[src/design/mips_mem_pkg.sv]
package mips_mem_pkg;

    // MIPS primary opcode values for the memory instructions.
    typedef enum logic [5:0] {
        OP_NOP = 6'h00,
        OP_LB  = 6'h20,
        OP_LH  = 6'h21,
        OP_LW  = 6'h23,
        OP_LBU = 6'h24,
        OP_LHU = 6'h25,
        OP_SB  = 6'h28,
        OP_SH  = 6'h29,
        OP_SW  = 6'h2b
    } op_t;

    // Bits 7 to 2 come from earlier stages and pass through untouched.
    typedef logic [7:0] except_t;

    localparam int EXC_ADES = 0; // Store address error.
    localparam int EXC_ADEL = 1; // Load address error.

    localparam int RAM_WORDS = 256;
    localparam int RAM_AW    = 8;

    // Request from execute, as it sits in the EX/MEM register.
    typedef struct packed {
        logic        valid;
        op_t         op;
        logic        en;
        logic [31:0] addr;
        logic [31:0] wdata;
        except_t     except_in;
    } mem_req_t;

    typedef struct packed {
        logic        en;
        logic [3:0]  wen;
        logic [31:0] addr;
        logic [31:0] wdata;
    } ram_req_t;

    typedef struct packed {
        logic        valid;
        logic [31:0] rdata;
        except_t     except;
    } mem_res_t;

    typedef struct packed {
        logic        valid;
        logic [31:0] rdata;
        except_t     except;
        logic        exc_taken; // Valid slot with at least one cause set.
    } wb_t;

endpackage

[src/design/ex_mem_reg.sv]
`timescale 1ns/1ps

module ex_mem_reg (
    input  logic                   clk,
    input  logic                   rst,
    input  mips_mem_pkg::mem_req_t req,
    output mips_mem_pkg::mem_req_t q
);

    import mips_mem_pkg::*;

    always_ff @(posedge clk) begin
        q <= req;
        if (rst) begin
            q.valid <= 1'b0; // Empty slot after reset.
            q.en    <= 1'b0; // Keeps stale stores out of the RAM.
        end
    end

    // The execute stage may only enable an access on a live slot, so an
    // enabled request in MEM always carries its valid bit.
    assert property (@(posedge clk) disable iff (rst) q.en |-> q.valid)
        else $error("ex_mem_reg: access enabled on an empty slot");

    // Enabled operations must be real memory opcodes.
    assert property (@(posedge clk) disable iff (rst)
        q.en |-> q.op inside {OP_LB, OP_LBU, OP_LH, OP_LHU, OP_LW, OP_SB, OP_SH, OP_SW})
        else $error("ex_mem_reg: access enabled for a non-memory opcode");

endmodule

[config.mk]
export PLATFORM = sky130hd
export DESIGN_NAME = ex_mem_reg
export DESIGN_NICKNAME = d
export VERILOG_FILES = /design/src/design/mips_mem_pkg.sv /design/src/design/ex_mem_reg.sv
export SDC_FILE = /design/constraint.sdc
export NUM_CORES = 1
export LEC_CHECK = 0
export BUFFER_PORTS_ARGS = -buffer_cell sky130_fd_sc_hd__clkbuf_2
export CORE_AREA = 8 8 76 78
export DETAILED_ROUTE_END_ITERATION = 10
export DIE_AREA = 0 0 84 86
export PLACE_DENSITY = 0.8
export RECOVER_POWER = 100
export SLEW_MARGIN = 0
export SYNTH_ARGS = -nofsm -noshare
export SYNTH_HDL_FRONTEND = slang
export SYNTH_SLANG_ARGS = --single-unit
[constraint.sdc]
create_clock -name clk -period 0.8 [get_ports clk]
set_input_delay 0.16 -clock clk [delete_from_list [all_inputs] [get_ports clk]]
set_output_delay 0.16 -clock clk [all_outputs]
set_load 0.01 [all_outputs]
==> metrics.md <==
| Metric | Value |
|---|---|
| Crit. path cell count | 1 |
| Fin. Hold Viols | 0 |
| Synth warn | 0 |
| Total CTS buffers | 9 |
| Setup Viol. Count Final | 80 |
| TritonCTS clock tree | yes |
| Sink Count | 80 |
| Post-CTS Setup Bufs | 0 |
| Mapped cell area | 1610 um^2 |
| Layout area overhead | 138% |
| Initial antenna violation count | 4 |
| Maximum clock path buffer count | 2 |
| Failing checks | negative setup slack |
| Reg clk slew, reported paths | 0.08 ns |
| Mapped Avg Cell Area | 19.7 um^2 |
| Post-route cell area | 3840 um^2 |
| Final Net Count | 415 |
| Fin crit period | 0.974 ns |
| Final Worst Setup Slack | -0.174 ns |
| Final WL | 7.24 mm |
| Max_slew headroom | 0.927 |
| Power Dens Cells | 2280 nW/um^2 |
| Max reg flops | 80 |
| Die Y | 86 um |
| RSZ-0062 raised after global routing | yes |
| DRT iter0 DRCs | 57 |
| Antenna-violating nets left | 0 |
| Slew @ Worst Pin | 0.110 ns |
| Crit path largest cell delay | 0.33 ns |
| Peak VDD IR | 0.00160 V |
| CP Class | reg2out |
| H-Tree Depth | 3 |
| Sequential fraction of the synthesis area | 0.992 |
| Worst Setup SP | q[45] |
| Max Cap Viol | 0 |
| Worst Setup End Kind | primary output |
| Outcome | complete, but fails checks |
| Synth Instances | 82 |
| Critical path peak fanout | 1 |
| Root Driver | clkbuf_8 |
| DP Area | 2490 um^2 |
| Area of the multi-input gates | 12.5 um^2 |
| Synthesized Nets | 164 |
| I/O Pins | 162 |
| Worst-path cell chain | buf_2 |
| Drt first pass iters | 4 |
| Vias in the first global route | 1,898 |
| Static leakage | 1.86 nW |
| Tot GR Track Use | 0.178 |
| FF/Latch Area | 1660 um^2 |
| Via count | 1,612 |
| Initial core utilization | 0.351 |
| Avg WL per Cell | 18.3 um |
| GP Congestion | 0.713 |
| Max Freq | 1.03 GHz |
| Non-Filler Instances | 396 |
| CP Launch Type | flop |
| CP delay by family, top | flip-flops |
| IO buf count | 161 |
| Number of distinct library cells after synthesis | 2 |
| Via-to-Cell Ratio | 4.07 |
| DP Cell Count | 297 |
| Period utilisation layout | 1.22 |
| Grt total ovfl | 0 |
| Filler cells | 235 |
| Hold Crit Class | in2reg |
| Largest register by flop count | q |
| Crit path DAT | 0.81 ns |
| Chip width | 84 um |
| First-pass GRT wire length | 9.61 mm |
| Largest net degree at the start of global routing | 14 |
| Fraction of layout cells with a size suffix above 1 | 0.639 |
| DRC | 0 |
| Die footprint | 7220 um^2 |
| Core ar. | 4600 um^2 |
| Register bit total from synthesis | 80 |
| Worst setup path endpoint | q[45] |
| Top flop regs | q x80 |
| Slew Viols, Final | 0 |
| Slowest-stage cell, CP | dfxtp_1 |
| Critical Path RT | 0.64 ns |
| Row count | 25 |
| Critical path buffer and inverter count | 1 |
[cells in the final DEF (no fill, tap or decap)]
cell	Yosys	layout
buf_6	0	43
dfxtp_2	0	43
dfxtp_1	80	37
bufinv_16	0	3
dlygate4sd3_1	0	79
buf_2	0	36
clkinv_2	0	2
clkinvlp_4	0	1
clkbuf_8	0	9
nor2b_1	2	2
clkbuf_1	0	4
diode_2	0	4
clkbuf_2	0	79
[cells in the mapped netlist, drive strengths merged]
library cell	count	area (um^2)
dfxtp	80	1600
nor2b	2	12.5
[final cells by class]
class	instances	share of cell area
Timing Repair Buffer	240	0.485
Sequential cell	80	0.431
Clock buffer	10	0.0332
Clock inverter	6	0.0280
Tap cell	54	0.0176
Multi-Input combinational cell	2	0.00326
Antenna cell	4	0.00261
[power by group]
group          leakage [nW]  switching [mW]  total [mW]  internal, mW
combinational          1.07           0.348        1.00         0.655
sequential            0.676          0.0843        4.30          4.22
clock                 0.116            1.40        3.46          2.06
total                  1.86            1.83        8.77          6.94
[cell families (layout without fill, tap and decap cells)]
| group | after synthesis | after routing | synth area share |
|---|---|---|---|
| and+or+nand+nor | 2 | 2 | 0.00775 |
| other | 0 | 4 | 0 |
| DFF | 80 | 80 | 0.992 |
| buffers and inverters | 0 | 256 | 0 |
[timing repair]
| item | CTS | global route |
|---|---|---|
| resized for setup | 10 | 156 |
| hold buffers | 79 | 0 |
| endpoints found under the setup margin | 80 | 80 |
| hold endpoints to repair | 80 | 0 |
[worst min-delay path by stage]
stage | end | startpoint | cells past startpoint
2_1_floorplan | q[0] | req[0] | 0
5_1_grt | q[79] | req[79] | 2
3_5_place_dp | q[61] | req[61] | 1
4_1_cts | q[79] | req[79] | 2
3_3_place_gp | q[8] | req[8] | 1
6_report | q[79] | req[79] | 2
[metal layers]
metal | wire [um] | GRT usage | vias to the layer above
li1 | - | - | 758
met1 | 2360 | 0.143 | 738
met2 | 4050 | 0.328 | 104
met3 | 716 | 0.105 | 12
met4 | 106 | 0.0973 | 0
met5 | 0 | 0 | -
[metrics by stage]
stage / util / worst slack, ns / hold slack, ns / total power, mW / TNS [ns]
after floorplan: - / 0.309 / 0.188 / 4.46 / 0
after global placement: 0.541 / 0.179 / 0.263 / 4.86 / 0
after detailed placement: 0.541 / 0.186 / 0.264 / 4.88 / 0
after CTS: 0.767 / -0.180 / 0.0260 / 8.59 / -12.61
after global routing: 0.836 / -0.222 / 0.0304 / 9.12 / -14.34
final: 0.836 / -0.174 / 0.0443 / 8.77 / -10.80
(Power assumes the default switching activity.)
