`config.mk`:
```
export PLATFORM = sky130hd
export DESIGN_NAME = mem_wb_reg
export DESIGN_NICKNAME = d
export VERILOG_FILES = /design/src/design/mips_mem_pkg.sv /design/src/design/mem_wb_reg.sv
export SDC_FILE = /design/constraint.sdc
export NUM_CORES = 1
export LEC_CHECK = 0
export BUFFER_PORTS_ARGS = -buffer_cell sky130_fd_sc_hd__buf_2
export CORE_MARGIN = 2
export CORE_UTILIZATION = 30
export DETAILED_ROUTE_END_ITERATION = 8
export MAX_ROUTING_LAYER = met4
export PLACE_DENSITY = 0.79
export SLEW_MARGIN = 30
export SYNTH_ARGS = -nofsm -noshare
export SYNTH_HDL_FRONTEND = slang
export SYNTH_SLANG_ARGS = --single-unit
```
`constraint.sdc`:
```
create_clock -name clk -period 0.8 [get_ports clk]
set_clock_uncertainty 0.15 [all_clocks]
set_input_delay 0.08 -clock clk [delete_from_list [all_inputs] [get_ports clk]]
set_output_delay 0.08 -clock clk [all_outputs]
set_load 0.01 [all_outputs]
```
`src/design/mips_mem_pkg.sv`:
```
package mips_mem_pkg;

    // MIPS primary opcode values for the memory instructions.
    typedef enum logic [5:0] {
        OP_NOP = 6'h00,
        OP_LB  = 6'h20,
        OP_LH  = 6'h21,
        OP_LW  = 6'h23,
        OP_LBU = 6'h24,
        OP_LHU = 6'h25,
        OP_SB  = 6'h28,
        OP_SH  = 6'h29,
        OP_SW  = 6'h2b
    } op_t;

    // Bits 7 to 2 come from earlier stages and pass through untouched.
    typedef logic [7:0] except_t;

    localparam int EXC_ADES = 0; // Store address error.
    localparam int EXC_ADEL = 1; // Load address error.

    localparam int RAM_WORDS = 256;
    localparam int RAM_AW    = 8;

    // Request from execute, as it sits in the EX/MEM register.
    typedef struct packed {
        logic        valid;
        op_t         op;
        logic        en;
        logic [31:0] addr;
        logic [31:0] wdata;
        except_t     except_in;
    } mem_req_t;

    typedef struct packed {
        logic        en;
        logic [3:0]  wen;
        logic [31:0] addr;
        logic [31:0] wdata;
    } ram_req_t;

    typedef struct packed {
        logic        valid;
        logic [31:0] rdata;
        except_t     except;
    } mem_res_t;

    typedef struct packed {
        logic        valid;
        logic [31:0] rdata;
        except_t     except;
        logic        exc_taken; // Valid slot with at least one cause set.
    } wb_t;

endpackage

```
`src/design/mem_wb_reg.sv`:
```
`timescale 1ns/1ps

module mem_wb_reg (
    input  logic                   clk,
    input  logic                   rst,
    input  mips_mem_pkg::mem_res_t res,
    output mips_mem_pkg::wb_t      wb
);

    import mips_mem_pkg::*;

    logic exc_any;

    assign exc_any = (res.except != except_t'(0));

    always_ff @(posedge clk) begin
        wb.rdata     <= res.rdata;
        wb.except    <= res.except;
        wb.valid     <= res.valid;
        wb.exc_taken <= res.valid && exc_any; // Empty slots never trap.
        if (rst) begin
            wb.valid     <= 1'b0;
            wb.exc_taken <= 1'b0;
        end
    end

    // A faulting load hands zero data to writeback.
    assert property (@(posedge clk) disable iff (rst)
        res.valid && res.except[EXC_ADEL] |=> wb.rdata == 32'h0)
        else $error("mem_wb_reg: load address error returned nonzero data");

endmodule

```
==> results of run 1 <==
## final cells by class
cell class,count,area (um2)
timing repair buffer,124,927
sequential,42,862
fill,206,831
clock buffer,6,51.3
multi-input combinational,4,41.3
tap,31,38.8
clock inverter,1,30.0
## power by group
| part | total, W | internal [W] | switching, W | leakage, nW |
|---|---|---|---|---|
| clock network | 0.00135 | 0.000728 | 0.000621 | 0.0443 |
| registers | 0.00225 | 0.00221 | 0.0000354 | 0.355 |
| logic | 0.000488 | 0.000327 | 0.000161 | 0.543 |
## metrics by stage
stage | std cells | TNS (ps) | util [%]
2_1_floorplan | 46 | 0 | -
3_3_place_gp | 161 | -59.2 | 48.2
3_5_place_dp | 161 | -39.0 | 48.2
4_1_cts | 209 | -9900 | 66.2
5_1_grt | 208 | -10860 | 70.1
6_report | 208 | -9000 | 70.1
## routing by layer
metal	part of all wire, %	vias up
met5	0	-
li1	-	404
met2	59	58
met3	11	3
met4	1.1	0
met1	29	353
## what timing repair did
action                                 4_1_cts  5_1_grt
pin swaps                                    0        1
resized for setup                            2       32
endpoints found under the hold margin       42        2
setup endpoints to repair                   42       43
## logic make-up after synthesis
| group | synth area share (%) |
|---|---|
| AO/OA/AOI/OAI | 0.851 |
| flip-flops | 95.3 |
| AND/OR/NAND/NOR | 3.83 |
## path summary, 6_finish.rpt
check / start / to / slack (ps) / cells past startpoint
worst max-delay path: wb[22]$_DFF_P_ / wb[22] / -240 / 1
worst min-delay path: res[6] / wb[7]$_DFF_P_ / -280 / 1
## cell usage in the layout (no fill, tap or decap)
| cell type | count |
|---|---|
| dfxtp_2 | 17 |
| clkbuf_4 | 5 |
| bufinv_16 | 1 |
| buf_2 | 67 |
| a21boi_1 | 1 |
| clkbuf_8 | 1 |
| buf_6 | 17 |
| dfxtp_1 | 25 |
| nor4_2 | 2 |
| dlygate4sd3_1 | 40 |
| nor2b_2 | 1 |
==> results.tsv, run 1 <==
stage	metric	value	unit
setup_path	cp-start-kind	register	
grt	grt_pass1_wl	3.53	mm
hold_path	hp-class	input pin to register	
pwr	ir_drop	1.98	mV
clock_network	clockBufferDepth	2	
setup_path	crit_chain	buf_2	
place	portBuffers	84	
sta	grt_setup_unrepaired	yes	
sta	finalHoldViolCount	2	
synth	yosysWarnings	0	
setup_path	endpoint_kind	output port	
grt	grt_pass1_vias	887	
synth	ys_ff_latch	42	
outcome	status	complete, but fails checks	
synth	ys_async_sr_fraction	0	%
synth	syn_area	882	um2
setup_path	cp_slowest_cell	dfxtp_1	
setup_path	slowest_delay	340	ps
sta	fin_crit	1040	ps
clock_network	clk_pin_slew	110	ps
sta	layout_setup_ws	-238	ps
final_layout	antenna_cells	0	
synth	ys.flop_type	dfxtp_1	
synth	yosysTopAreaCell	dfxtp_1	
clock_network	h-tree-depth	2	
die	fp-row-count	19	
outcome	violations	negative hold slack, negative setup slack	
die	core	2780	um2
sta	hold_slack	-281	ps
pwr	total_power	0.00408	W
setup_path	crit_family	flip-flops	
detailed_routing	vias	818	
final_layout	largest_reg_flops	42	
setup_path	cp.required	570	ps
sta	slew_headroom	86.3	%
die	die_w	58.2	um
synth	synthTopCellsByArea	dfxtp_1 95%, nor4_2 2.8%, nor2b_2 0.99%, a21boi_1 0.85%	
grt	grt_use_total	15.2	%
final_layout	area_growth	121	%
synth	syn_avg_cell_area	19.2	um2
setup_path	crit_path_max_fanout	1	
grt	antenna_found_initial	0	
grt	grt-ovfl-total	0	
grt	top_usage_layer	met2	
clock_network	numCtsBuffers	5	
detailed_routing	ant_nets	0	
synth	yosysMostFrequentCell	dfxtp_1	
final_layout	largest-register	wb	
clock_network	clock_sink_count	42	
die	pin_count	85	
clock_network	cts_tree	done	
setup_path	crit_arrival	810	ps
place	dpl_cell_area	1340	um2
place	dpl_worst_slack	-39.0	ps
detailed_routing	wl	2.57	mm
grt	grt_use_met2	30.8	%
clock_network	cts.root.buffer_cell	clkbuf_4	
sta	final_max_slew_viol_count	0	
final_layout	final_area	1950	um2
final_layout	reg.largest.list	wb x42	
sta	finalCritPeriodShare	130	%
pwr	p_per_area	2090	nW/um2
detailed_routing	routed_via_density	3.93	
sta	setup_viol	43	
pwr	p_leak	0.942	nW
detailed_routing	drtPass1Iterations	4	
die	die_y	58.2	um
synth	synth_top_area_share	95.3	%
die	die-area	3390	um2
final_layout	drive_gt1_share	62.7	%
detailed_routing	wl_per_cell	12.4	um
synth	synth_common_cells	42 x dfxtp_1, 2 x nor4_2, 1 x a21boi_1, 1 x nor2b_2	
synth	syn_nets	89	
clock_network	post-cts-setup-buffers	0	
die	start_util	31.7	%
synth	synth_edf_count	0	
setup_path	path_buf_inv	1	
flow_run	maxCapViolCount	0	
place	post-dp-hpwl	1.53	mm
synth	synthCells	46	
clock_network	ctsHoldBuffers	41	
setup_path	critPathKind	register to output port	
synth	synthDistinctLibCells	4	
grt	grt_max_degree	13	
final_layout	nNetsFinal	220	
grt	use_met1	10.3	%
sta	worst_slew_pin_slew	203	ps
detailed_routing	drc	0	
sta	fmax	963	MHz
synth	ys_seq_area_share	95.3	%
detailed_routing	first_iter_violations	4	
grt	met3_usage	7.59	%
place	globalplace.congestion	0.733	
Power figures use the tool's default switching activity.
==> run 2, diff against run 1 <==
--- a/config.mk
+++ b/config.mk
@@ -5,12 +5,13 @@
 export SDC_FILE = /design/constraint.sdc
 export NUM_CORES = 1
 export LEC_CHECK = 0
+export ABC_AREA = 1
 export BUFFER_PORTS_ARGS = -buffer_cell sky130_fd_sc_hd__buf_2
 export CORE_MARGIN = 2
 export CORE_UTILIZATION = 30
 export DETAILED_ROUTE_END_ITERATION = 8
 export MAX_ROUTING_LAYER = met4
-export PLACE_DENSITY = 0.79
+export PLACE_DENSITY = 0.71
 export SLEW_MARGIN = 30
 export SYNTH_ARGS = -nofsm -noshare
 export SYNTH_HDL_FRONTEND = slang
==> run 2 against run 1 <==
  * The flow still finishes with violations (negative hold slack, negative setup slack)
  * Cell area fell by 2.3%
  * Non-clock buffer count unchanged
  * Clock power shrank 22%
  * Sequential power is essentially flat
  * Synthesized cell count up 15%
  * Clock-buffer cell count unchanged
  * Sequential share of layout area up 0.78 points
  * Flip-flop and latch count unchanged
  * Cell count increased by 3.8%
  * Worst hold slack improved by 150 ps
  * Die area increased by 0.26%
  * Wire length down 3.9%
  * Critical path type unchanged
  * Largest power group unchanged
  * Highest routed layer unchanged
==> results.tsv, run 2 <==
stage	metric	value	unit	change
setup_path	path_buf_inv	1		unchanged
sta	hold_slack	-128	ps	+153 ps
synth	ys_ff_latch	42		unchanged
synth	ys_seq_area_share	95.0	%	-0.27 points
synth	synth_common_cells	42 x dfxtp_1, 6 x nor2_1, 2 x inv_1, 2 x nand2_1, 1 x or2_0		
pwr	p_leak	0.941	nW	-0.13%
grt	grt_pass1_wl	3.48	mm	-1.6%
pwr	p_per_area	1980	nW/um2	-5.6%
setup_path	cp.required	570	ps	about the same
clock_network	post-cts-setup-buffers	0		unchanged
pwr	ir_drop	2.03	mV	+2.5%
sta	grt_setup_unrepaired	yes		
sta	fin_crit	1020	ps	-15.9 ps
grt	grt-ovfl-total	0		unchanged
sta	final_max_slew_viol_count	0		unchanged
synth	synth_edf_count	0		unchanged
final_layout	final_common_cell	buf_2		
die	pin_count	85		unchanged
final_layout	drive_gt1_share	56.8	%	-6.0 points
synth	synthTopCellsByArea	dfxtp_1 95%, nor2_1 2.5%, inv_1 0.85%, nand2_1 0.85%, or2_0 0.71%		
pwr	p_comb_share	12.6	%	+0.7 points
die	fp-row-count	19		unchanged
final_layout	area_growth	115	%	
synth	syn_nets	96		+7.9%
synth	synthCells	53		+15%
grt	grt_max_degree	14		+1
place	placed_cells	168		+4.3%
setup_path	endpoint_kind	output port		
final_layout	largest_reg_flops	42		unchanged
pwr	power.switching	0.000820	W	+0.35%
sta	finalHoldViolCount	2		unchanged
pwr	power_frac_clock	27.9	%	-5.1 points
die	die-area	3400	um2	+0.26%
die	core	2780	um2	unchanged
sta	fmax	978	MHz	+1.6%
sta	worst_slew_pin_slew	115	ps	-87.9 ps
grt	grt_use_total	14.6	%	-0.55 points
clock_network	clockBufferDepth	2		unchanged
hold_path	hp-class	input pin to register		
detailed_routing	ant_nets	0		unchanged
setup_path	crit_family	flip-flops		
synth	syn_avg_cell_area	16.7	um2	-13%
final_layout	largest-register	wb		
place	post-dp-hpwl	1.52	mm	-0.97%
pwr	cellInternalPower	0.00295	W	-9.8%
detailed_routing	first_iter_violations	2		-2
setup_path	critPathKind	register to output port		
setup_path	crit_path_max_fanout	1		unchanged
clock_network	clock_sink_count	42		unchanged
final_layout	fin_cells	216		+3.8%
place	portBuffers	84		unchanged
synth	yosysWarnings	0		unchanged
detailed_routing	drc	0		unchanged
synth	ys_async_sr_fraction	0	%	unchanged
outcome	violations	negative hold slack, negative setup slack		
synth	synth_top_area_share	95.0	%	-0.27 points
setup_path	crit_arrival	790	ps	-20 ps
sta	setup_viol	43		unchanged
die	start_util	31.8	%	+0.090 points
setup_path	crit_chain	buf_2		
detailed_routing	drtPass1Iterations	2		-2
die	die_y	58.3	um	+0.13%
pwr	p_seq_share	59.5	%	+4.5 points
final_layout	nFillCells	208		+0.97%
place	dpl_worst_slack	51.3	ps	+90.3 ps
place	dpl_cell_area	1340	um2	+0.19%
flow_run	maxCapViolCount	0		unchanged
synth	synthDistinctLibCells	5		+1
final_layout	nNetsFinal	227		+3.2%
final_layout	final_area	1910	um2	-2.3%
setup_path	cp-start-kind	register		
clock_network	numCtsBuffers	5		unchanged
synth	ys.flop_type	dfxtp_1		
detailed_routing	vias	854		+4.4%
clock_network	cts.root.buffer_cell	clkbuf_4		
sta	slew_headroom	92.3	%	+6.0 points
setup_path	slowest_delay	320	ps	-20 ps
detailed_routing	wl	2.47	mm	-3.9%
clock_network	cts_tree	done		
place	globalplace.congestion	0.715		-2.5%
detailed_routing	routed_via_density	3.95		+0.53%
sta	finalCritPeriodShare	128	%	-2.0 points
synth	syn_area	885	um2	+0.28%
grt	grt_pass1_vias	875		-1.4%
final_layout	utilization	68.5	%	-1.6 points
detailed_routing	wl_per_cell	11.4	um	-7.5%
final_layout	antenna_cells	0		unchanged
synth	yosysTopAreaCell	dfxtp_1		
setup_path	cp_slowest_cell	dfxtp_1		
sta	layout_setup_ws	-222	ps	+15.9 ps
final_layout	reg.largest.list	wb x42		
clock_network	clk_pin_slew	110	ps	about the same
grt	antenna_found_initial	0		unchanged
pwr	swShare	21.8	%	+1.8 points
final_layout	layout_common_cells	71 x buf_2, 40 x dlygate4sd3_1, 29 x dfxtp_1		
synth	yosysMostFrequentCell	dfxtp_1		
outcome	status	complete, but fails checks		
clock_network	h-tree-depth	2		unchanged
die	die_w	58.3	um	+0.13%
[run 2: logic make-up (layout without fill, tap and decap cells)]
| group | after synthesis | after routing | synth area share (%) |
|---|---|---|---|
| buf+inv | 2 | 134 | 0.849 |
| flops | 42 | 42 | 95.0 |
| simple gates | 9 | 9 | 4.10 |
[run 2: tightest hold or removal path, stage by stage]
cell,delay (ps)
buf_2,70
or2_0,130
nor2_1,50
[run 2: path summary, 6_finish.rpt]
path               from          endpoint  cells after the start
max   wb[41]$_SDFF_PP0_            wb[41]                      1
min                 rst  wb[0]$_SDFF_PP0_                      3
[run 2: cell type report]
cell class,instances,area (um2),share of cell area (%)
sequential,42,857,45.0
multi-input combinational,9,36.3,1.90
tap,31,38.8,2.04
timing repair buffer,124,902,47.3
clock buffer,6,51.3,2.69
clock inverter,2,12.5,0.657
inverter,2,7.51,0.394
[run 2: repair_timing]
action	4_1_cts	5_1_grt
endpoints found under the hold margin	42	10
setup endpoints to repair	42	43
hold buffers	40	8
pin swaps	0	4
gates resized for setup	4	22
[run 2: metrics by stage]
| step | hold WS (ps) | TNS [ps] | power (W) |
|---|---|---|---|
| 6_report | -128 | -8940 | 0.00377 |
| 5_1_grt | -112 | -10820 | 0.00393 |
| 4_1_cts | -133 | -10060 | 0.00378 |
| 3_5_place_dp | 33.6 | 0 | 0.00256 |
| 3_3_place_gp | 31.9 | 0 | 0.00255 |
| 2_1_floorplan | -42.3 | 0 | 0.00235 |
[run 2: layer usage]
layer / track usage, % / wire [um] / vias to the layer above
li1: - / - / 420
met3: 6.59 / 241 / 8
met2: 28.3 / 1350 / 59
met1: 10.9 / 796 / 367
met5: - / 0 / -
met4: 7.31 / 86 / 0
[run 2: power by group through the flow]
| stage | Clock (W) | Sequential [W] | Combinational [W] |
|---|---|---|---|
| after floorplan | 0 | 0.00234 | 0.0000101 |
| after detailed placement | 0 | 0.00228 | 0.000283 |
| after global routing | 0.00117 | 0.00225 | 0.000508 |
| final | 0.00105 | 0.00224 | 0.000474 |
| after global placement | 0 | 0.00227 | 0.000277 |
| after CTS | 0.00111 | 0.00223 | 0.000439 |
