--- src/design/mips_mem_pkg.sv ---
package mips_mem_pkg;

    // MIPS primary opcode values for the memory instructions.
    typedef enum logic [5:0] {
        OP_NOP = 6'h00,
        OP_LB  = 6'h20,
        OP_LH  = 6'h21,
        OP_LW  = 6'h23,
        OP_LBU = 6'h24,
        OP_LHU = 6'h25,
        OP_SB  = 6'h28,
        OP_SH  = 6'h29,
        OP_SW  = 6'h2b
    } op_t;

    // Bits 7 to 2 come from earlier stages and pass through untouched.
    typedef logic [7:0] except_t;

    localparam int EXC_ADES = 0; // Store address error.
    localparam int EXC_ADEL = 1; // Load address error.

    localparam int RAM_WORDS = 256;
    localparam int RAM_AW    = 8;

    // Request from execute, as it sits in the EX/MEM register.
    typedef struct packed {
        logic        valid;
        op_t         op;
        logic        en;
        logic [31:0] addr;
        logic [31:0] wdata;
        except_t     except_in;
    } mem_req_t;

    typedef struct packed {
        logic        en;
        logic [3:0]  wen;
        logic [31:0] addr;
        logic [31:0] wdata;
    } ram_req_t;

    typedef struct packed {
        logic        valid;
        logic [31:0] rdata;
        except_t     except;
    } mem_res_t;

    typedef struct packed {
        logic        valid;
        logic [31:0] rdata;
        except_t     except;
        logic        exc_taken; // Valid slot with at least one cause set.
    } wb_t;

endpackage

--- src/design/mem_access.sv ---
`timescale 1ns/1ps

module mem_access (
    input  mips_mem_pkg::mem_req_t mreq,
    input  logic [31:0]            ram_rdata,
    output mips_mem_pkg::ram_req_t ram,
    output mips_mem_pkg::mem_res_t res
);

    import mips_mem_pkg::*;

    logic        ades;
    logic        adel;
    logic        is_load;
    logic [7:0]  lane_b;
    logic [15:0] lane_h;
    logic [3:0]  wen;
    logic [31:0] wdata;
    logic [31:0] rdata;

    // Byte and halfword picked out of the word by the low address bits.
    assign lane_b = ram_rdata[8*mreq.addr[1:0] +: 8];
    assign lane_h = mreq.addr[1] ? ram_rdata[31:16] : ram_rdata[15:0];

    assign is_load = mreq.op inside {OP_LB, OP_LBU, OP_LH, OP_LHU, OP_LW};

    always_comb begin
        ades  = 1'b0;
        adel  = 1'b0;
        wen   = 4'b0000;
        wdata = mreq.wdata;
        rdata = 32'h0; // Faulting loads and non-loads return zero.

        case (mreq.op)
            OP_LW: begin
                if (mreq.addr[1:0] != 2'b00) begin
                    adel = 1'b1;
                end else begin
                    rdata = ram_rdata;
                end
            end
            OP_LH: begin
                if (mreq.addr[0] != 1'b0) begin
                    adel = 1'b1;
                end else begin
                    rdata = {{16{lane_h[15]}}, lane_h};
                end
            end
            OP_LHU: begin
                if (mreq.addr[0] != 1'b0) begin
                    adel = 1'b1;
                end else begin
                    rdata = {16'h0, lane_h};
                end
            end
            OP_LB: begin
                rdata = {{24{lane_b[7]}}, lane_b};
            end
            OP_LBU: begin
                rdata = {24'h0, lane_b};
            end
            OP_SW: begin
                if (mreq.addr[1:0] != 2'b00) begin
                    ades = 1'b1;
                end else begin
                    wen = 4'b1111;
                end
            end
            OP_SH: begin
                wdata = {2{mreq.wdata[15:0]}};
                if (mreq.addr[0] != 1'b0) begin
                    ades = 1'b1;
                end else if (mreq.addr[1]) begin
                    wen = 4'b1100;
                end else begin
                    wen = 4'b0011;
                end
            end
            OP_SB: begin
                wdata = {4{mreq.wdata[7:0]}};
                wen   = 4'b0001 << mreq.addr[1:0]; // One lane per byte offset.
            end
            default: begin
                wen = 4'b0000;
            end
        endcase
    end

    always_comb begin
        ram.en    = mreq.en;
        ram.wen   = wen;
        ram.addr  = mreq.addr;
        ram.wdata = wdata;
    end

    always_comb begin
        res.valid           = mreq.valid;
        res.rdata           = rdata;
        res.except          = mreq.except_in; // Upper causes ride through.
        res.except[EXC_ADEL] = adel;
        res.except[EXC_ADES] = ades;
    end

    // A single operation is either a load or a store, so at most one
    // address error can be reported for it.
    always_comb begin
        assert final (!(ades && adel))
            else $error("mem_access: adel and ades raised together");
    end

    // Loads must never disturb the RAM.
    always_comb begin
        assert final (!is_load || ram.wen == 4'b0000)
            else $error("mem_access: byte enables active on a load");
    end

endmodule

--- config.mk ---
export PLATFORM = sky130hd
export DESIGN_NAME = mem_access
export DESIGN_NICKNAME = d
export VERILOG_FILES = /design/src/design/mips_mem_pkg.sv /design/src/design/mem_access.sv
export SDC_FILE = /design/constraint.sdc
export NUM_CORES = 1
export LEC_CHECK = 0
export ABC_CLOCK_PERIOD_IN_PS = 4290
export CAP_MARGIN = 5
export CORE_AREA = 2 2 85 87
export DETAILED_ROUTE_END_ITERATION = 10
export DIE_AREA = 0 0 87 89
export DONT_BUFFER_PORTS = 1
export SLEW_MARGIN = 20
export SYNTH_ARGS = -nofsm -noshare
export SYNTH_HDL_FRONTEND = slang
export SYNTH_SLANG_ARGS = --single-unit
export TNS_END_PERCENT = 10
--- constraint.sdc ---
create_clock -name vclk -period 4.29
set_input_delay 0.429 -clock vclk [all_inputs]
set_output_delay 0.429 -clock vclk [all_outputs]
set_load 0.1 [all_outputs]
==> results of run 1 <==
[report_power, final]
group / switching [µW] / internal (µW) / leakage, µW
Combinational: 165 / 51.4 / 0.000775
Clock: 0 / 0 / 0
Sequential: 0 / 0 / 0
[worst paths after layout]
check / to / slack, ps / cells past startpoint
setup / recovery: res[35] / 1180 / 3
hold / removal: ram[41] / 860 / 0
[cell usage after synthesis]
cell	count	area, µm²
nor2b_1	1	6.26
nand3_1	1	5.00
o211ai_1	1	7.51
xor2_1	1	8.76
mux4_2	8	180
mux2_2	10	113
a21oi_4	1	16.3
a21o_1	16	120
a22o_1	1	8.76
nor3_1	3	15.0
a32oi_1	1	8.76
and3_1	8	50.1
buf_6	2	22.5
nor2_2	2	12.5
clkbuf_1	1	3.75
nor3_2	1	10.0
nand4b_1	1	8.76
nand3b_1	1	7.51
nand3_2	1	10.0
or3_1	1	6.26
buf_4	54	405
inv_1	2	7.51
buf_2	10	50.1
nor4b_1	1	8.76
o21ai_0	1	5.00
mux2i_1	9	90.1
nand2_1	4	15.0
a2111oi_0	1	8.76
nor3b_2	1	12.5
nor2_1	12	45.0
nand4bb_1	1	11.3
a21oi_1	10	50.1
mux2_4	8	120
a221o_1	14	140
[stage by stage]
step	std cells	util, %	hold WS, ps	total power (µW)
6_report	235	24.0	858	217
5_1_grt	235	24.0	858	223
4_1_cts	235	24.0	859	217
3_5_place_dp	235	24.0	859	217
3_3_place_gp	235	24.0	859	216
2_1_floorplan	190	-	1070	413
[per-layer routing]
layer	share of wire (%)	GRT usage, %	up-vias
met2	55	23.0	117
met4	2.1	2.41	0
li1	-	-	587
met5	0	0	-
met1	32	11.6	636
met3	11	1.94	20
[cell type report]
cell class                      count  area (µm²)
Fill cell                         736        5100
Multi-Input combinational cell    121        1170
Timing Repair Buffer               32         338
Tap cell                           80         100
Inverter                            2        7.51
[critical path, cell delays in order]
cell	delay [ps]
nor3b_2	700
and3_1	730
a21o_1	800
[cell families after synthesis]
family	after synthesis
buf+inv	69
compound gates	46
simple gates	39
mux	35
xor+xnor	1
==> summary.txt, run 1 <==
I/O pin count = 222
Pre-CTS setup slack = 1160 ps
Number of max-cap violations = 0
Routed WL = 4.97 mm
Period utilization = 72.6%
Hpwl dp = 4.01 mm
CTS Hold Buffers Added = 0
Die H = 89 µm
Detail Route Antenna Nets = 0
Startpoint Class = input port
Adder-Cell Fraction of Synth Area = 0%
Total GRT Usage = 11.2%
Max_slew headroom = 26.9%
Crit Path Max Fanout = 18
Clock buffer count = 0
Initial DRC Count = 36
Tightest Pin Transition = 1100 ps
Final Cell Area = 0.00162 mm²
Endpoints failing setup = 0
Maximum VDD drop = 62.4 µV
Largest net degree at the start of global routing = 23
RSZ-0062 raised after global routing = no
Share of layout cells above drive strength 1 = 50.3%
Mapped Cells = 190
Global route total overflow = 0
Hold Crit Start = mreq[49]
Nets = 269
Pwr dens = 134 mW/mm²
Pins Over Slew Limit = 0
Vias in the first global route = 1379
Wire per inst = 21.1 µm
FMAX = 321 MHz
Yosys synthesis warning count = 0
Crit end category = primary output
Routed vias/inst = 5.79
Site Rows = 30
Mean Syn Cell Area = 8.37 µm²
Mux contribution to synthesized area = 31.6%
Synth Area in XOR/XNOR = 0.551%
Placeable Area = 0.00672 mm²
Setup TNS = 0 ps
CTS resizes = 0
Global-route wire length before repair = 6.92 mm
Pre-antenna DRT Iters = 4
Number of post-CTS setup repair buffers = 0
Initial Util = 23.7%
Post-synth cell types = 34
Syn Nets = 302
Leakage = 0.000775 µW
Worst setup startpoint = mreq[76]
Post-Syn Area = 0.00159 mm²
Status = finished, final reports clean
Chip width = 87 µm
IO buf count = 0
Worst Path Arrival = 2680 ps
CP Data Required Time = 3860 ps
Sequential cell area fraction in the yosys report = 0%
Crit Path Class = in -> out
Final setup margin = 1180 ps
Simple-gate share of the synthesized area = 14.1%
Final routed DRC violation total = 0
Largest family of logic cells by synthesized area = multiplexers
Seq cells = 0
Hold Path Class = in -> out
Antenna violations before repair = 0
Area delta synth->final = 1.57%
Count of final hold-check violations = 0
Compound-cell area share of the yosys netlist = 23.0%
Global placer's final weighted congestion = 0.703
Commonest non-fill, non-tap cells in the layout = buf_4 (27), a21o_1 (16), a221o_1 (14)
Commonest non-fill, non-tap cell in the layout = buf_4
Minimum clock period = 3110 ps
Register Area = 0 µm²
DIE AREA = 0.00774 mm²
Vias = 1360
DP Area = 0.00162 mm²
ANT cells = 0
Power figures use the tool's default switching activity.
==> run 2: changes to the inputs <==
--- a/config.mk
+++ b/config.mk
@@ -5,7 +5,7 @@
 export SDC_FILE = /design/constraint.sdc
 export NUM_CORES = 1
 export LEC_CHECK = 0
-export ABC_CLOCK_PERIOD_IN_PS = 4290
+export ABC_CLOCK_PERIOD_IN_PS = 2800
 export CAP_MARGIN = 5
 export CORE_AREA = 2 2 85 87
 export DETAILED_ROUTE_END_ITERATION = 10
==> constraint.sdc (replaced) <==
create_clock -name vclk -period 2.8
set_input_delay 0.28 -clock vclk [all_inputs]
set_output_delay 0.28 -clock vclk [all_outputs]
set_load 0.1 [all_outputs]
==> run 2 against run 1 <==
Die area did not move. Flip-flop and latch count stayed put. Final area up 49%. First-iteration DRC count rose by 14%. Critical path depth increased by 3. Power is 90% higher. Largest cell class unchanged. Highest routed layer unchanged.
==> summary.txt, run 2 (synthesized netlist as in run 1, its figures left out) <==
Sequence of cells on the critical path = nor3b_2 -> buf_4 -> nand3_2 -> nor2_1 -> a221o_1 -> buf_12
CP delay by family, top = simple AND/OR/NAND/NOR gates
Crit Path Max Fanout = 10 (-8)
Routed WL = 5.31 mm (+6.9%)
Chip width = 87 µm (unchanged)
FMAX = 471 MHz
Number of post-CTS setup repair buffers = 0 (unchanged)
Slowest cell delay on critical path = 480 ps (-320 ps)
Pint = 143 µW (+180%)
Crit end category = primary output
Endpoints failing setup = 0 (unchanged)
Routed vias/inst = 5.61 (-3.1%)
Psw = 268 µW (+62%)
Period utilization = 75.8%
Total GRT Usage = 12.3% (+1.2 points)
CP bufs+invs = 2 (+2)
Pins Over Slew Limit = 0 (unchanged)
Commonest non-fill, non-tap cells in the layout = buf_12 (47), a21o_1 (16), a221o_1 (14)
Maximum VDD drop = 132 µV (+110%)
Share of layout cells above drive strength 1 = 57.9% (+7.6 points)
Combinational share of power = 100.0% (about the same)
CTS Hold Buffers Added = 0 (unchanged)
Startpoint Class = input port
DIE AREA = 0.00774 mm² (unchanged)
Antenna violations before repair = 0 (unchanged)
CP Data Required Time = 2520 ps (-1340 ps)
Global route total overflow = 0 (unchanged)
RSZ-0062 raised after global routing = no
I/O pin count = 222 (unchanged)
Sequential Power Share = 0% (unchanged)
IO buf count = 0 (unchanged)
Initial Util = 23.7% (unchanged)
Pre-antenna DRT Iters = 5 (+1)
DP Area = 0.00240 mm² (+49%)
Overall power = 411 µW (+90%)
Clock buffer count = 0 (unchanged)
Wire per inst = 20.2 µm (-4.5%)
Die H = 89 µm (unchanged)
Sw frac = 65.2% (-11 points)
Clock network power share = 0% (unchanged)
Seq cells = 0 (unchanged)
Commonest non-fill, non-tap cell in the layout = buf_12
Initial DRC Count = 41 (+14%)
Area delta synth->final = 50.9%
Crit Path Class = in -> out
Hpwl dp = 4.44 mm (+11%)
Leakage = 0.00108 µW (+39%)
Final routed DRC violation total = 0 (unchanged)
Largest net degree at the start of global routing = 25 (+8.7%)
ANT cells = 0 (unchanged)
Status = finished, final reports clean
Minimum clock period = 2120 ps
Pwr dens = 171 mW/mm² (+28%)
Worst Path Arrival = 1840 ps (-840 ps)
Nets = 297 (+10%)
Global-route wire length before repair = 7.71 mm (+11%)
Number of max-cap violations = 0 (unchanged)
Count of final hold-check violations = 0 (unchanged)
Vias in the first global route = 1537 (+11%)
Site Rows = 30 (unchanged)
Crit-path slowest cell = nor2_1
CTS resizes = 0 (unchanged)
Max_slew headroom = 59.8% (+33 points)
Final Cell Area = 0.00240 mm² (+49%)
Detail Route Antenna Nets = 0 (unchanged)
Register Area = 0 µm² (unchanged)
Global placer's final weighted congestion = 0.754 (+7.2%)
Tightest Pin Transition = 601 ps (-495 ps)
Hold Path Class = in -> out
Vias = 1475 (+8.5%)
Placeable Area = 0.00672 mm² (unchanged)
run 2: changes by cell type in the layout (fill, tap and decap cells not counted):
cell and change:
buf_12 +47, buf_16 -1, buf_4 -18, nor3_2 -1, nor3_4 +1
run 2: stage by stage:
stage          setup slack (ps)  hold WS (ps)  utilization, %  setup TNS (ps)  cells
2_1_floorplan              -258           772               -            -368    190
3_3_place_gp                691           561            35.7               0    263
3_5_place_dp                675           561            35.7               0    263
4_1_cts                     673           561            35.7               0    263
5_1_grt                     562           560            35.7               0    263
6_report                    679           560            35.7               0    263
run 2: layout make-up:
type / count / area [µm²]
fillers: 644 / 4320
multi-input cells: 121 / 1180
repair buffers: 60 / 1120
well taps: 80 / 100
inverters: 2 / 7.51
run 2: path summary, 6_finish.rpt:
path	startpoint	end	slack, ps	cells past startpoint
worst max-delay path	mreq[76]	res[18]	680	6
worst min-delay path	mreq[62]	ram[54]	560	0
run 2: power by group through the flow:
stage               Combinational [µW]  Sequential, µW  Clock, µW
CTS                                413               0          0
global route                       423               0          0
global placement                   410               0          0
floorplan                          634               0          0
finish                             411               0          0
detailed placement                 413               0          0
run 2: metal layers:
layer	vias up	GRT usage, %	share of wire, %
li1	643	-	-
met1	704	12.9	33
met2	114	24.4	55
met3	14	3.05	11
met4	0	2.98	2.1
met5	-	0	0
==> run 3: changes to the inputs <==
--- a/config.mk
+++ b/config.mk
@@ -5,7 +5,8 @@
 export SDC_FILE = /design/constraint.sdc
 export NUM_CORES = 1
 export LEC_CHECK = 0
-export ABC_CLOCK_PERIOD_IN_PS = 2800
+export ABC_AREA = 1
+export ABC_CLOCK_PERIOD_IN_PS = 1900
 export CAP_MARGIN = 5
 export CORE_AREA = 2 2 85 87
 export DETAILED_ROUTE_END_ITERATION = 10
==> constraint.sdc (replaced) <==
create_clock -name vclk -period 1.9
set_input_delay 0.19 -clock vclk [all_inputs]
set_output_delay 0.19 -clock vclk [all_outputs]
set_load 0.1 [all_outputs]
==> run 3 against run 2 <==
Core utilization is 5.4 points higher. Power is 78% higher. First-iteration DRC count grew to 4.4 times the previous value. Critical path type unchanged. Non-clock buffer count is 11 higher.
==> summary.txt, run 3 <==
Endpoints failing setup = 0 (unchanged)
Mapped Cells = 434 (+130%)
I/O pin count = 222 (unchanged)
Synth top cells by count = nand2_1 (154), nand3_1 (108), buf_4 (53)
Global placer's final weighted congestion = 0.852 (+13%)
Global route total overflow = 0 (unchanged)
Max_slew headroom = 70.2% (+10 points)
Share of layout cells above drive strength 1 = 20.2% (-38 points)
Initial DRC Count = 182 (+340%)
Routed WL = 7.88 mm (+48%)
Crit Path Class = in -> out
Seq cells = 0 (unchanged)
Crit end category = primary output
Largest net degree at the start of global routing = 44 (+76%)
Hold Path Depth = 0 (unchanged)
RSZ-0062 raised after global routing = no
Post-synth top area cell = nand2_1
Nets = 540 (+82%)
Post-Syn Area = 0.00214 mm² (+35%)
Setup crit end = res[24]
Minimum clock period = 1630 ps
Sequential cell area fraction in the yosys report = 0% (unchanged)
Wire per inst = 15.6 µm (-23%)
Worst Path Arrival = 1440 ps (-400 ps)
Number of post-CTS setup repair buffers = 0 (unchanged)
Tightest Pin Transition = 447 ps (-154 ps)
Hpwl dp = 6.05 mm (+36%)
Maximum VDD drop = 191 µV (+45%)
Pwr dens = 266 mW/mm² (+55%)
Final routed DRC violation total = 0 (unchanged)
Status = finished, final reports clean
Total GRT Usage = 18.0% (+5.6 points)
Most common cell in the netlist = nand2_1
Final Cell Area = 0.00276 mm² (+15%)
IO buf count = 0 (unchanged)
Area fraction of the dominant cell type after synthesis = 27.0% (+1.5 points)
Antenna violations before repair = 0 (unchanged)
Detail Route Antenna Nets = 0 (unchanged)
DIE AREA = 0.00774 mm² (unchanged)
Die H = 89 µm (unchanged)
Count of final hold-check violations = 0 (unchanged)
Area delta synth->final = 29.1%
ANT cells = 0 (unchanged)
Syn Nets = 546 (+81%)
Crit Path Max Fanout = 21 (+11)
Post-synth cell types = 18 (-47%)
CP Data Required Time = 1710 ps (-810 ps)
Register Area = 0 µm² (unchanged)
Area contributors post-synth = nand2_1 (27%), nand3_1 (25%), buf_4 (19%), nand4_1 (9.9%), inv_1 (6.5%)
Chip width = 87 µm (unchanged)
Leakage = 0.00155 µW (+44%)
Initial Util = 31.8% (+8.2 points)
Pre-antenna DRT Iters = 5 (unchanged)
DP Area = 0.00276 mm² (+15%)
Global-route wire length before repair = 11.6 mm (+51%)
Period utilization = 85.7%
Mean Syn Cell Area = 4.93 µm² (-41%)
Worst setup startpoint = mreq[40]
CTS resizes = 0 (unchanged)
Multi-input combinational cell area = 0.00149 mm² (+26%)
Pins Over Slew Limit = 0 (unchanged)
Number of max-cap violations = 0 (unchanged)
Hold Path Class = in -> out
Commonest non-fill, non-tap cells in the layout = nand2_1 (154), nand3_1 (108), buf_12 (39)
Setup TNS = 0 ps (unchanged)
Vias = 2820 (+91%)
FMAX = 614 MHz
CTS Hold Buffers Added = 0 (unchanged)
Routed vias/inst = 5.57 (-0.63%)
Commonest non-fill, non-tap cell in the layout = nand2_1
Fillcell total = 706 (+9.6%)
Clock buffer count = 0 (unchanged)
Yosys synthesis warning count = 0 (unchanged)
Placeable Area = 0.00672 mm² (unchanged)
Startpoint Class = input port
Vias in the first global route = 2412 (+57%)
Site Rows = 30 (unchanged)
## run 3: through the flow
stage	util (%)	power [µW]	setup slack (ps)	instances	hold WS, ps
2_1_floorplan	-	997	49.4	434	592
3_3_place_gp	41.1	724	283	506	381
3_5_place_dp	41.1	735	241	506	381
4_1_cts	41.1	735	235	506	381
5_1_grt	41.1	770	102	506	380
6_report	41.1	734	272	506	380
## run 3: layout make-up
| type | count | area share, % |
|---|---|---|
| Tap cell | 80 | 3.62 |
| Timing Repair Buffer | 71 | 37.0 |
| Multi-Input combinational cell | 314 | 53.8 |
| Inverter | 41 | 5.57 |
## run 3: worst max-delay path, stage by stage
cell and delay (ps):
nor2_4 240, nand2_1 80, nand2_1 100, nand3_2 290
nand3_1 200, buf_4 310
## run 3: worst min-delay path by stage
stage | start | end | slack (ps)
CTS | mreq[47] | ram[39] | 380
detailed placement | mreq[47] | ram[39] | 380
global route | mreq[54] | ram[46] | 380
floorplan | mreq[8] | ram[0] | 590
finish | mreq[44] | ram[36] | 380
global placement | mreq[47] | ram[39] | 380
## run 3: cells by family (layout without fill, tap and decap cells)
family | Yosys count | after routing | synth area share [%]
buf+inv | 120 | 112 | 31.3
compound gates | 2 | 2 | 0.585
simple gates | 312 | 312 | 68.1
## run 3: layer usage
| metal | routed length [µm] | global-route usage, % | vias up |
|---|---|---|---|
| li1 | - | - | 1355 |
| met1 | 2960 | 23.6 | 1294 |
| met2 | 4040 | 30.4 | 148 |
| met3 | 723 | 2.95 | 23 |
| met4 | 152 | 4.83 | 0 |
| met5 | 0 | 0 | - |
## run 3: power by group
group / total (µW) / switching (µW) / leakage (µW) / internal (µW)
clock network: 0 / 0 / 0 / 0
registers: 0 / 0 / 0 / 0
logic: 734 / 508 / 0.00155 / 226
total: 734 / 508 / 0.00155 / 226
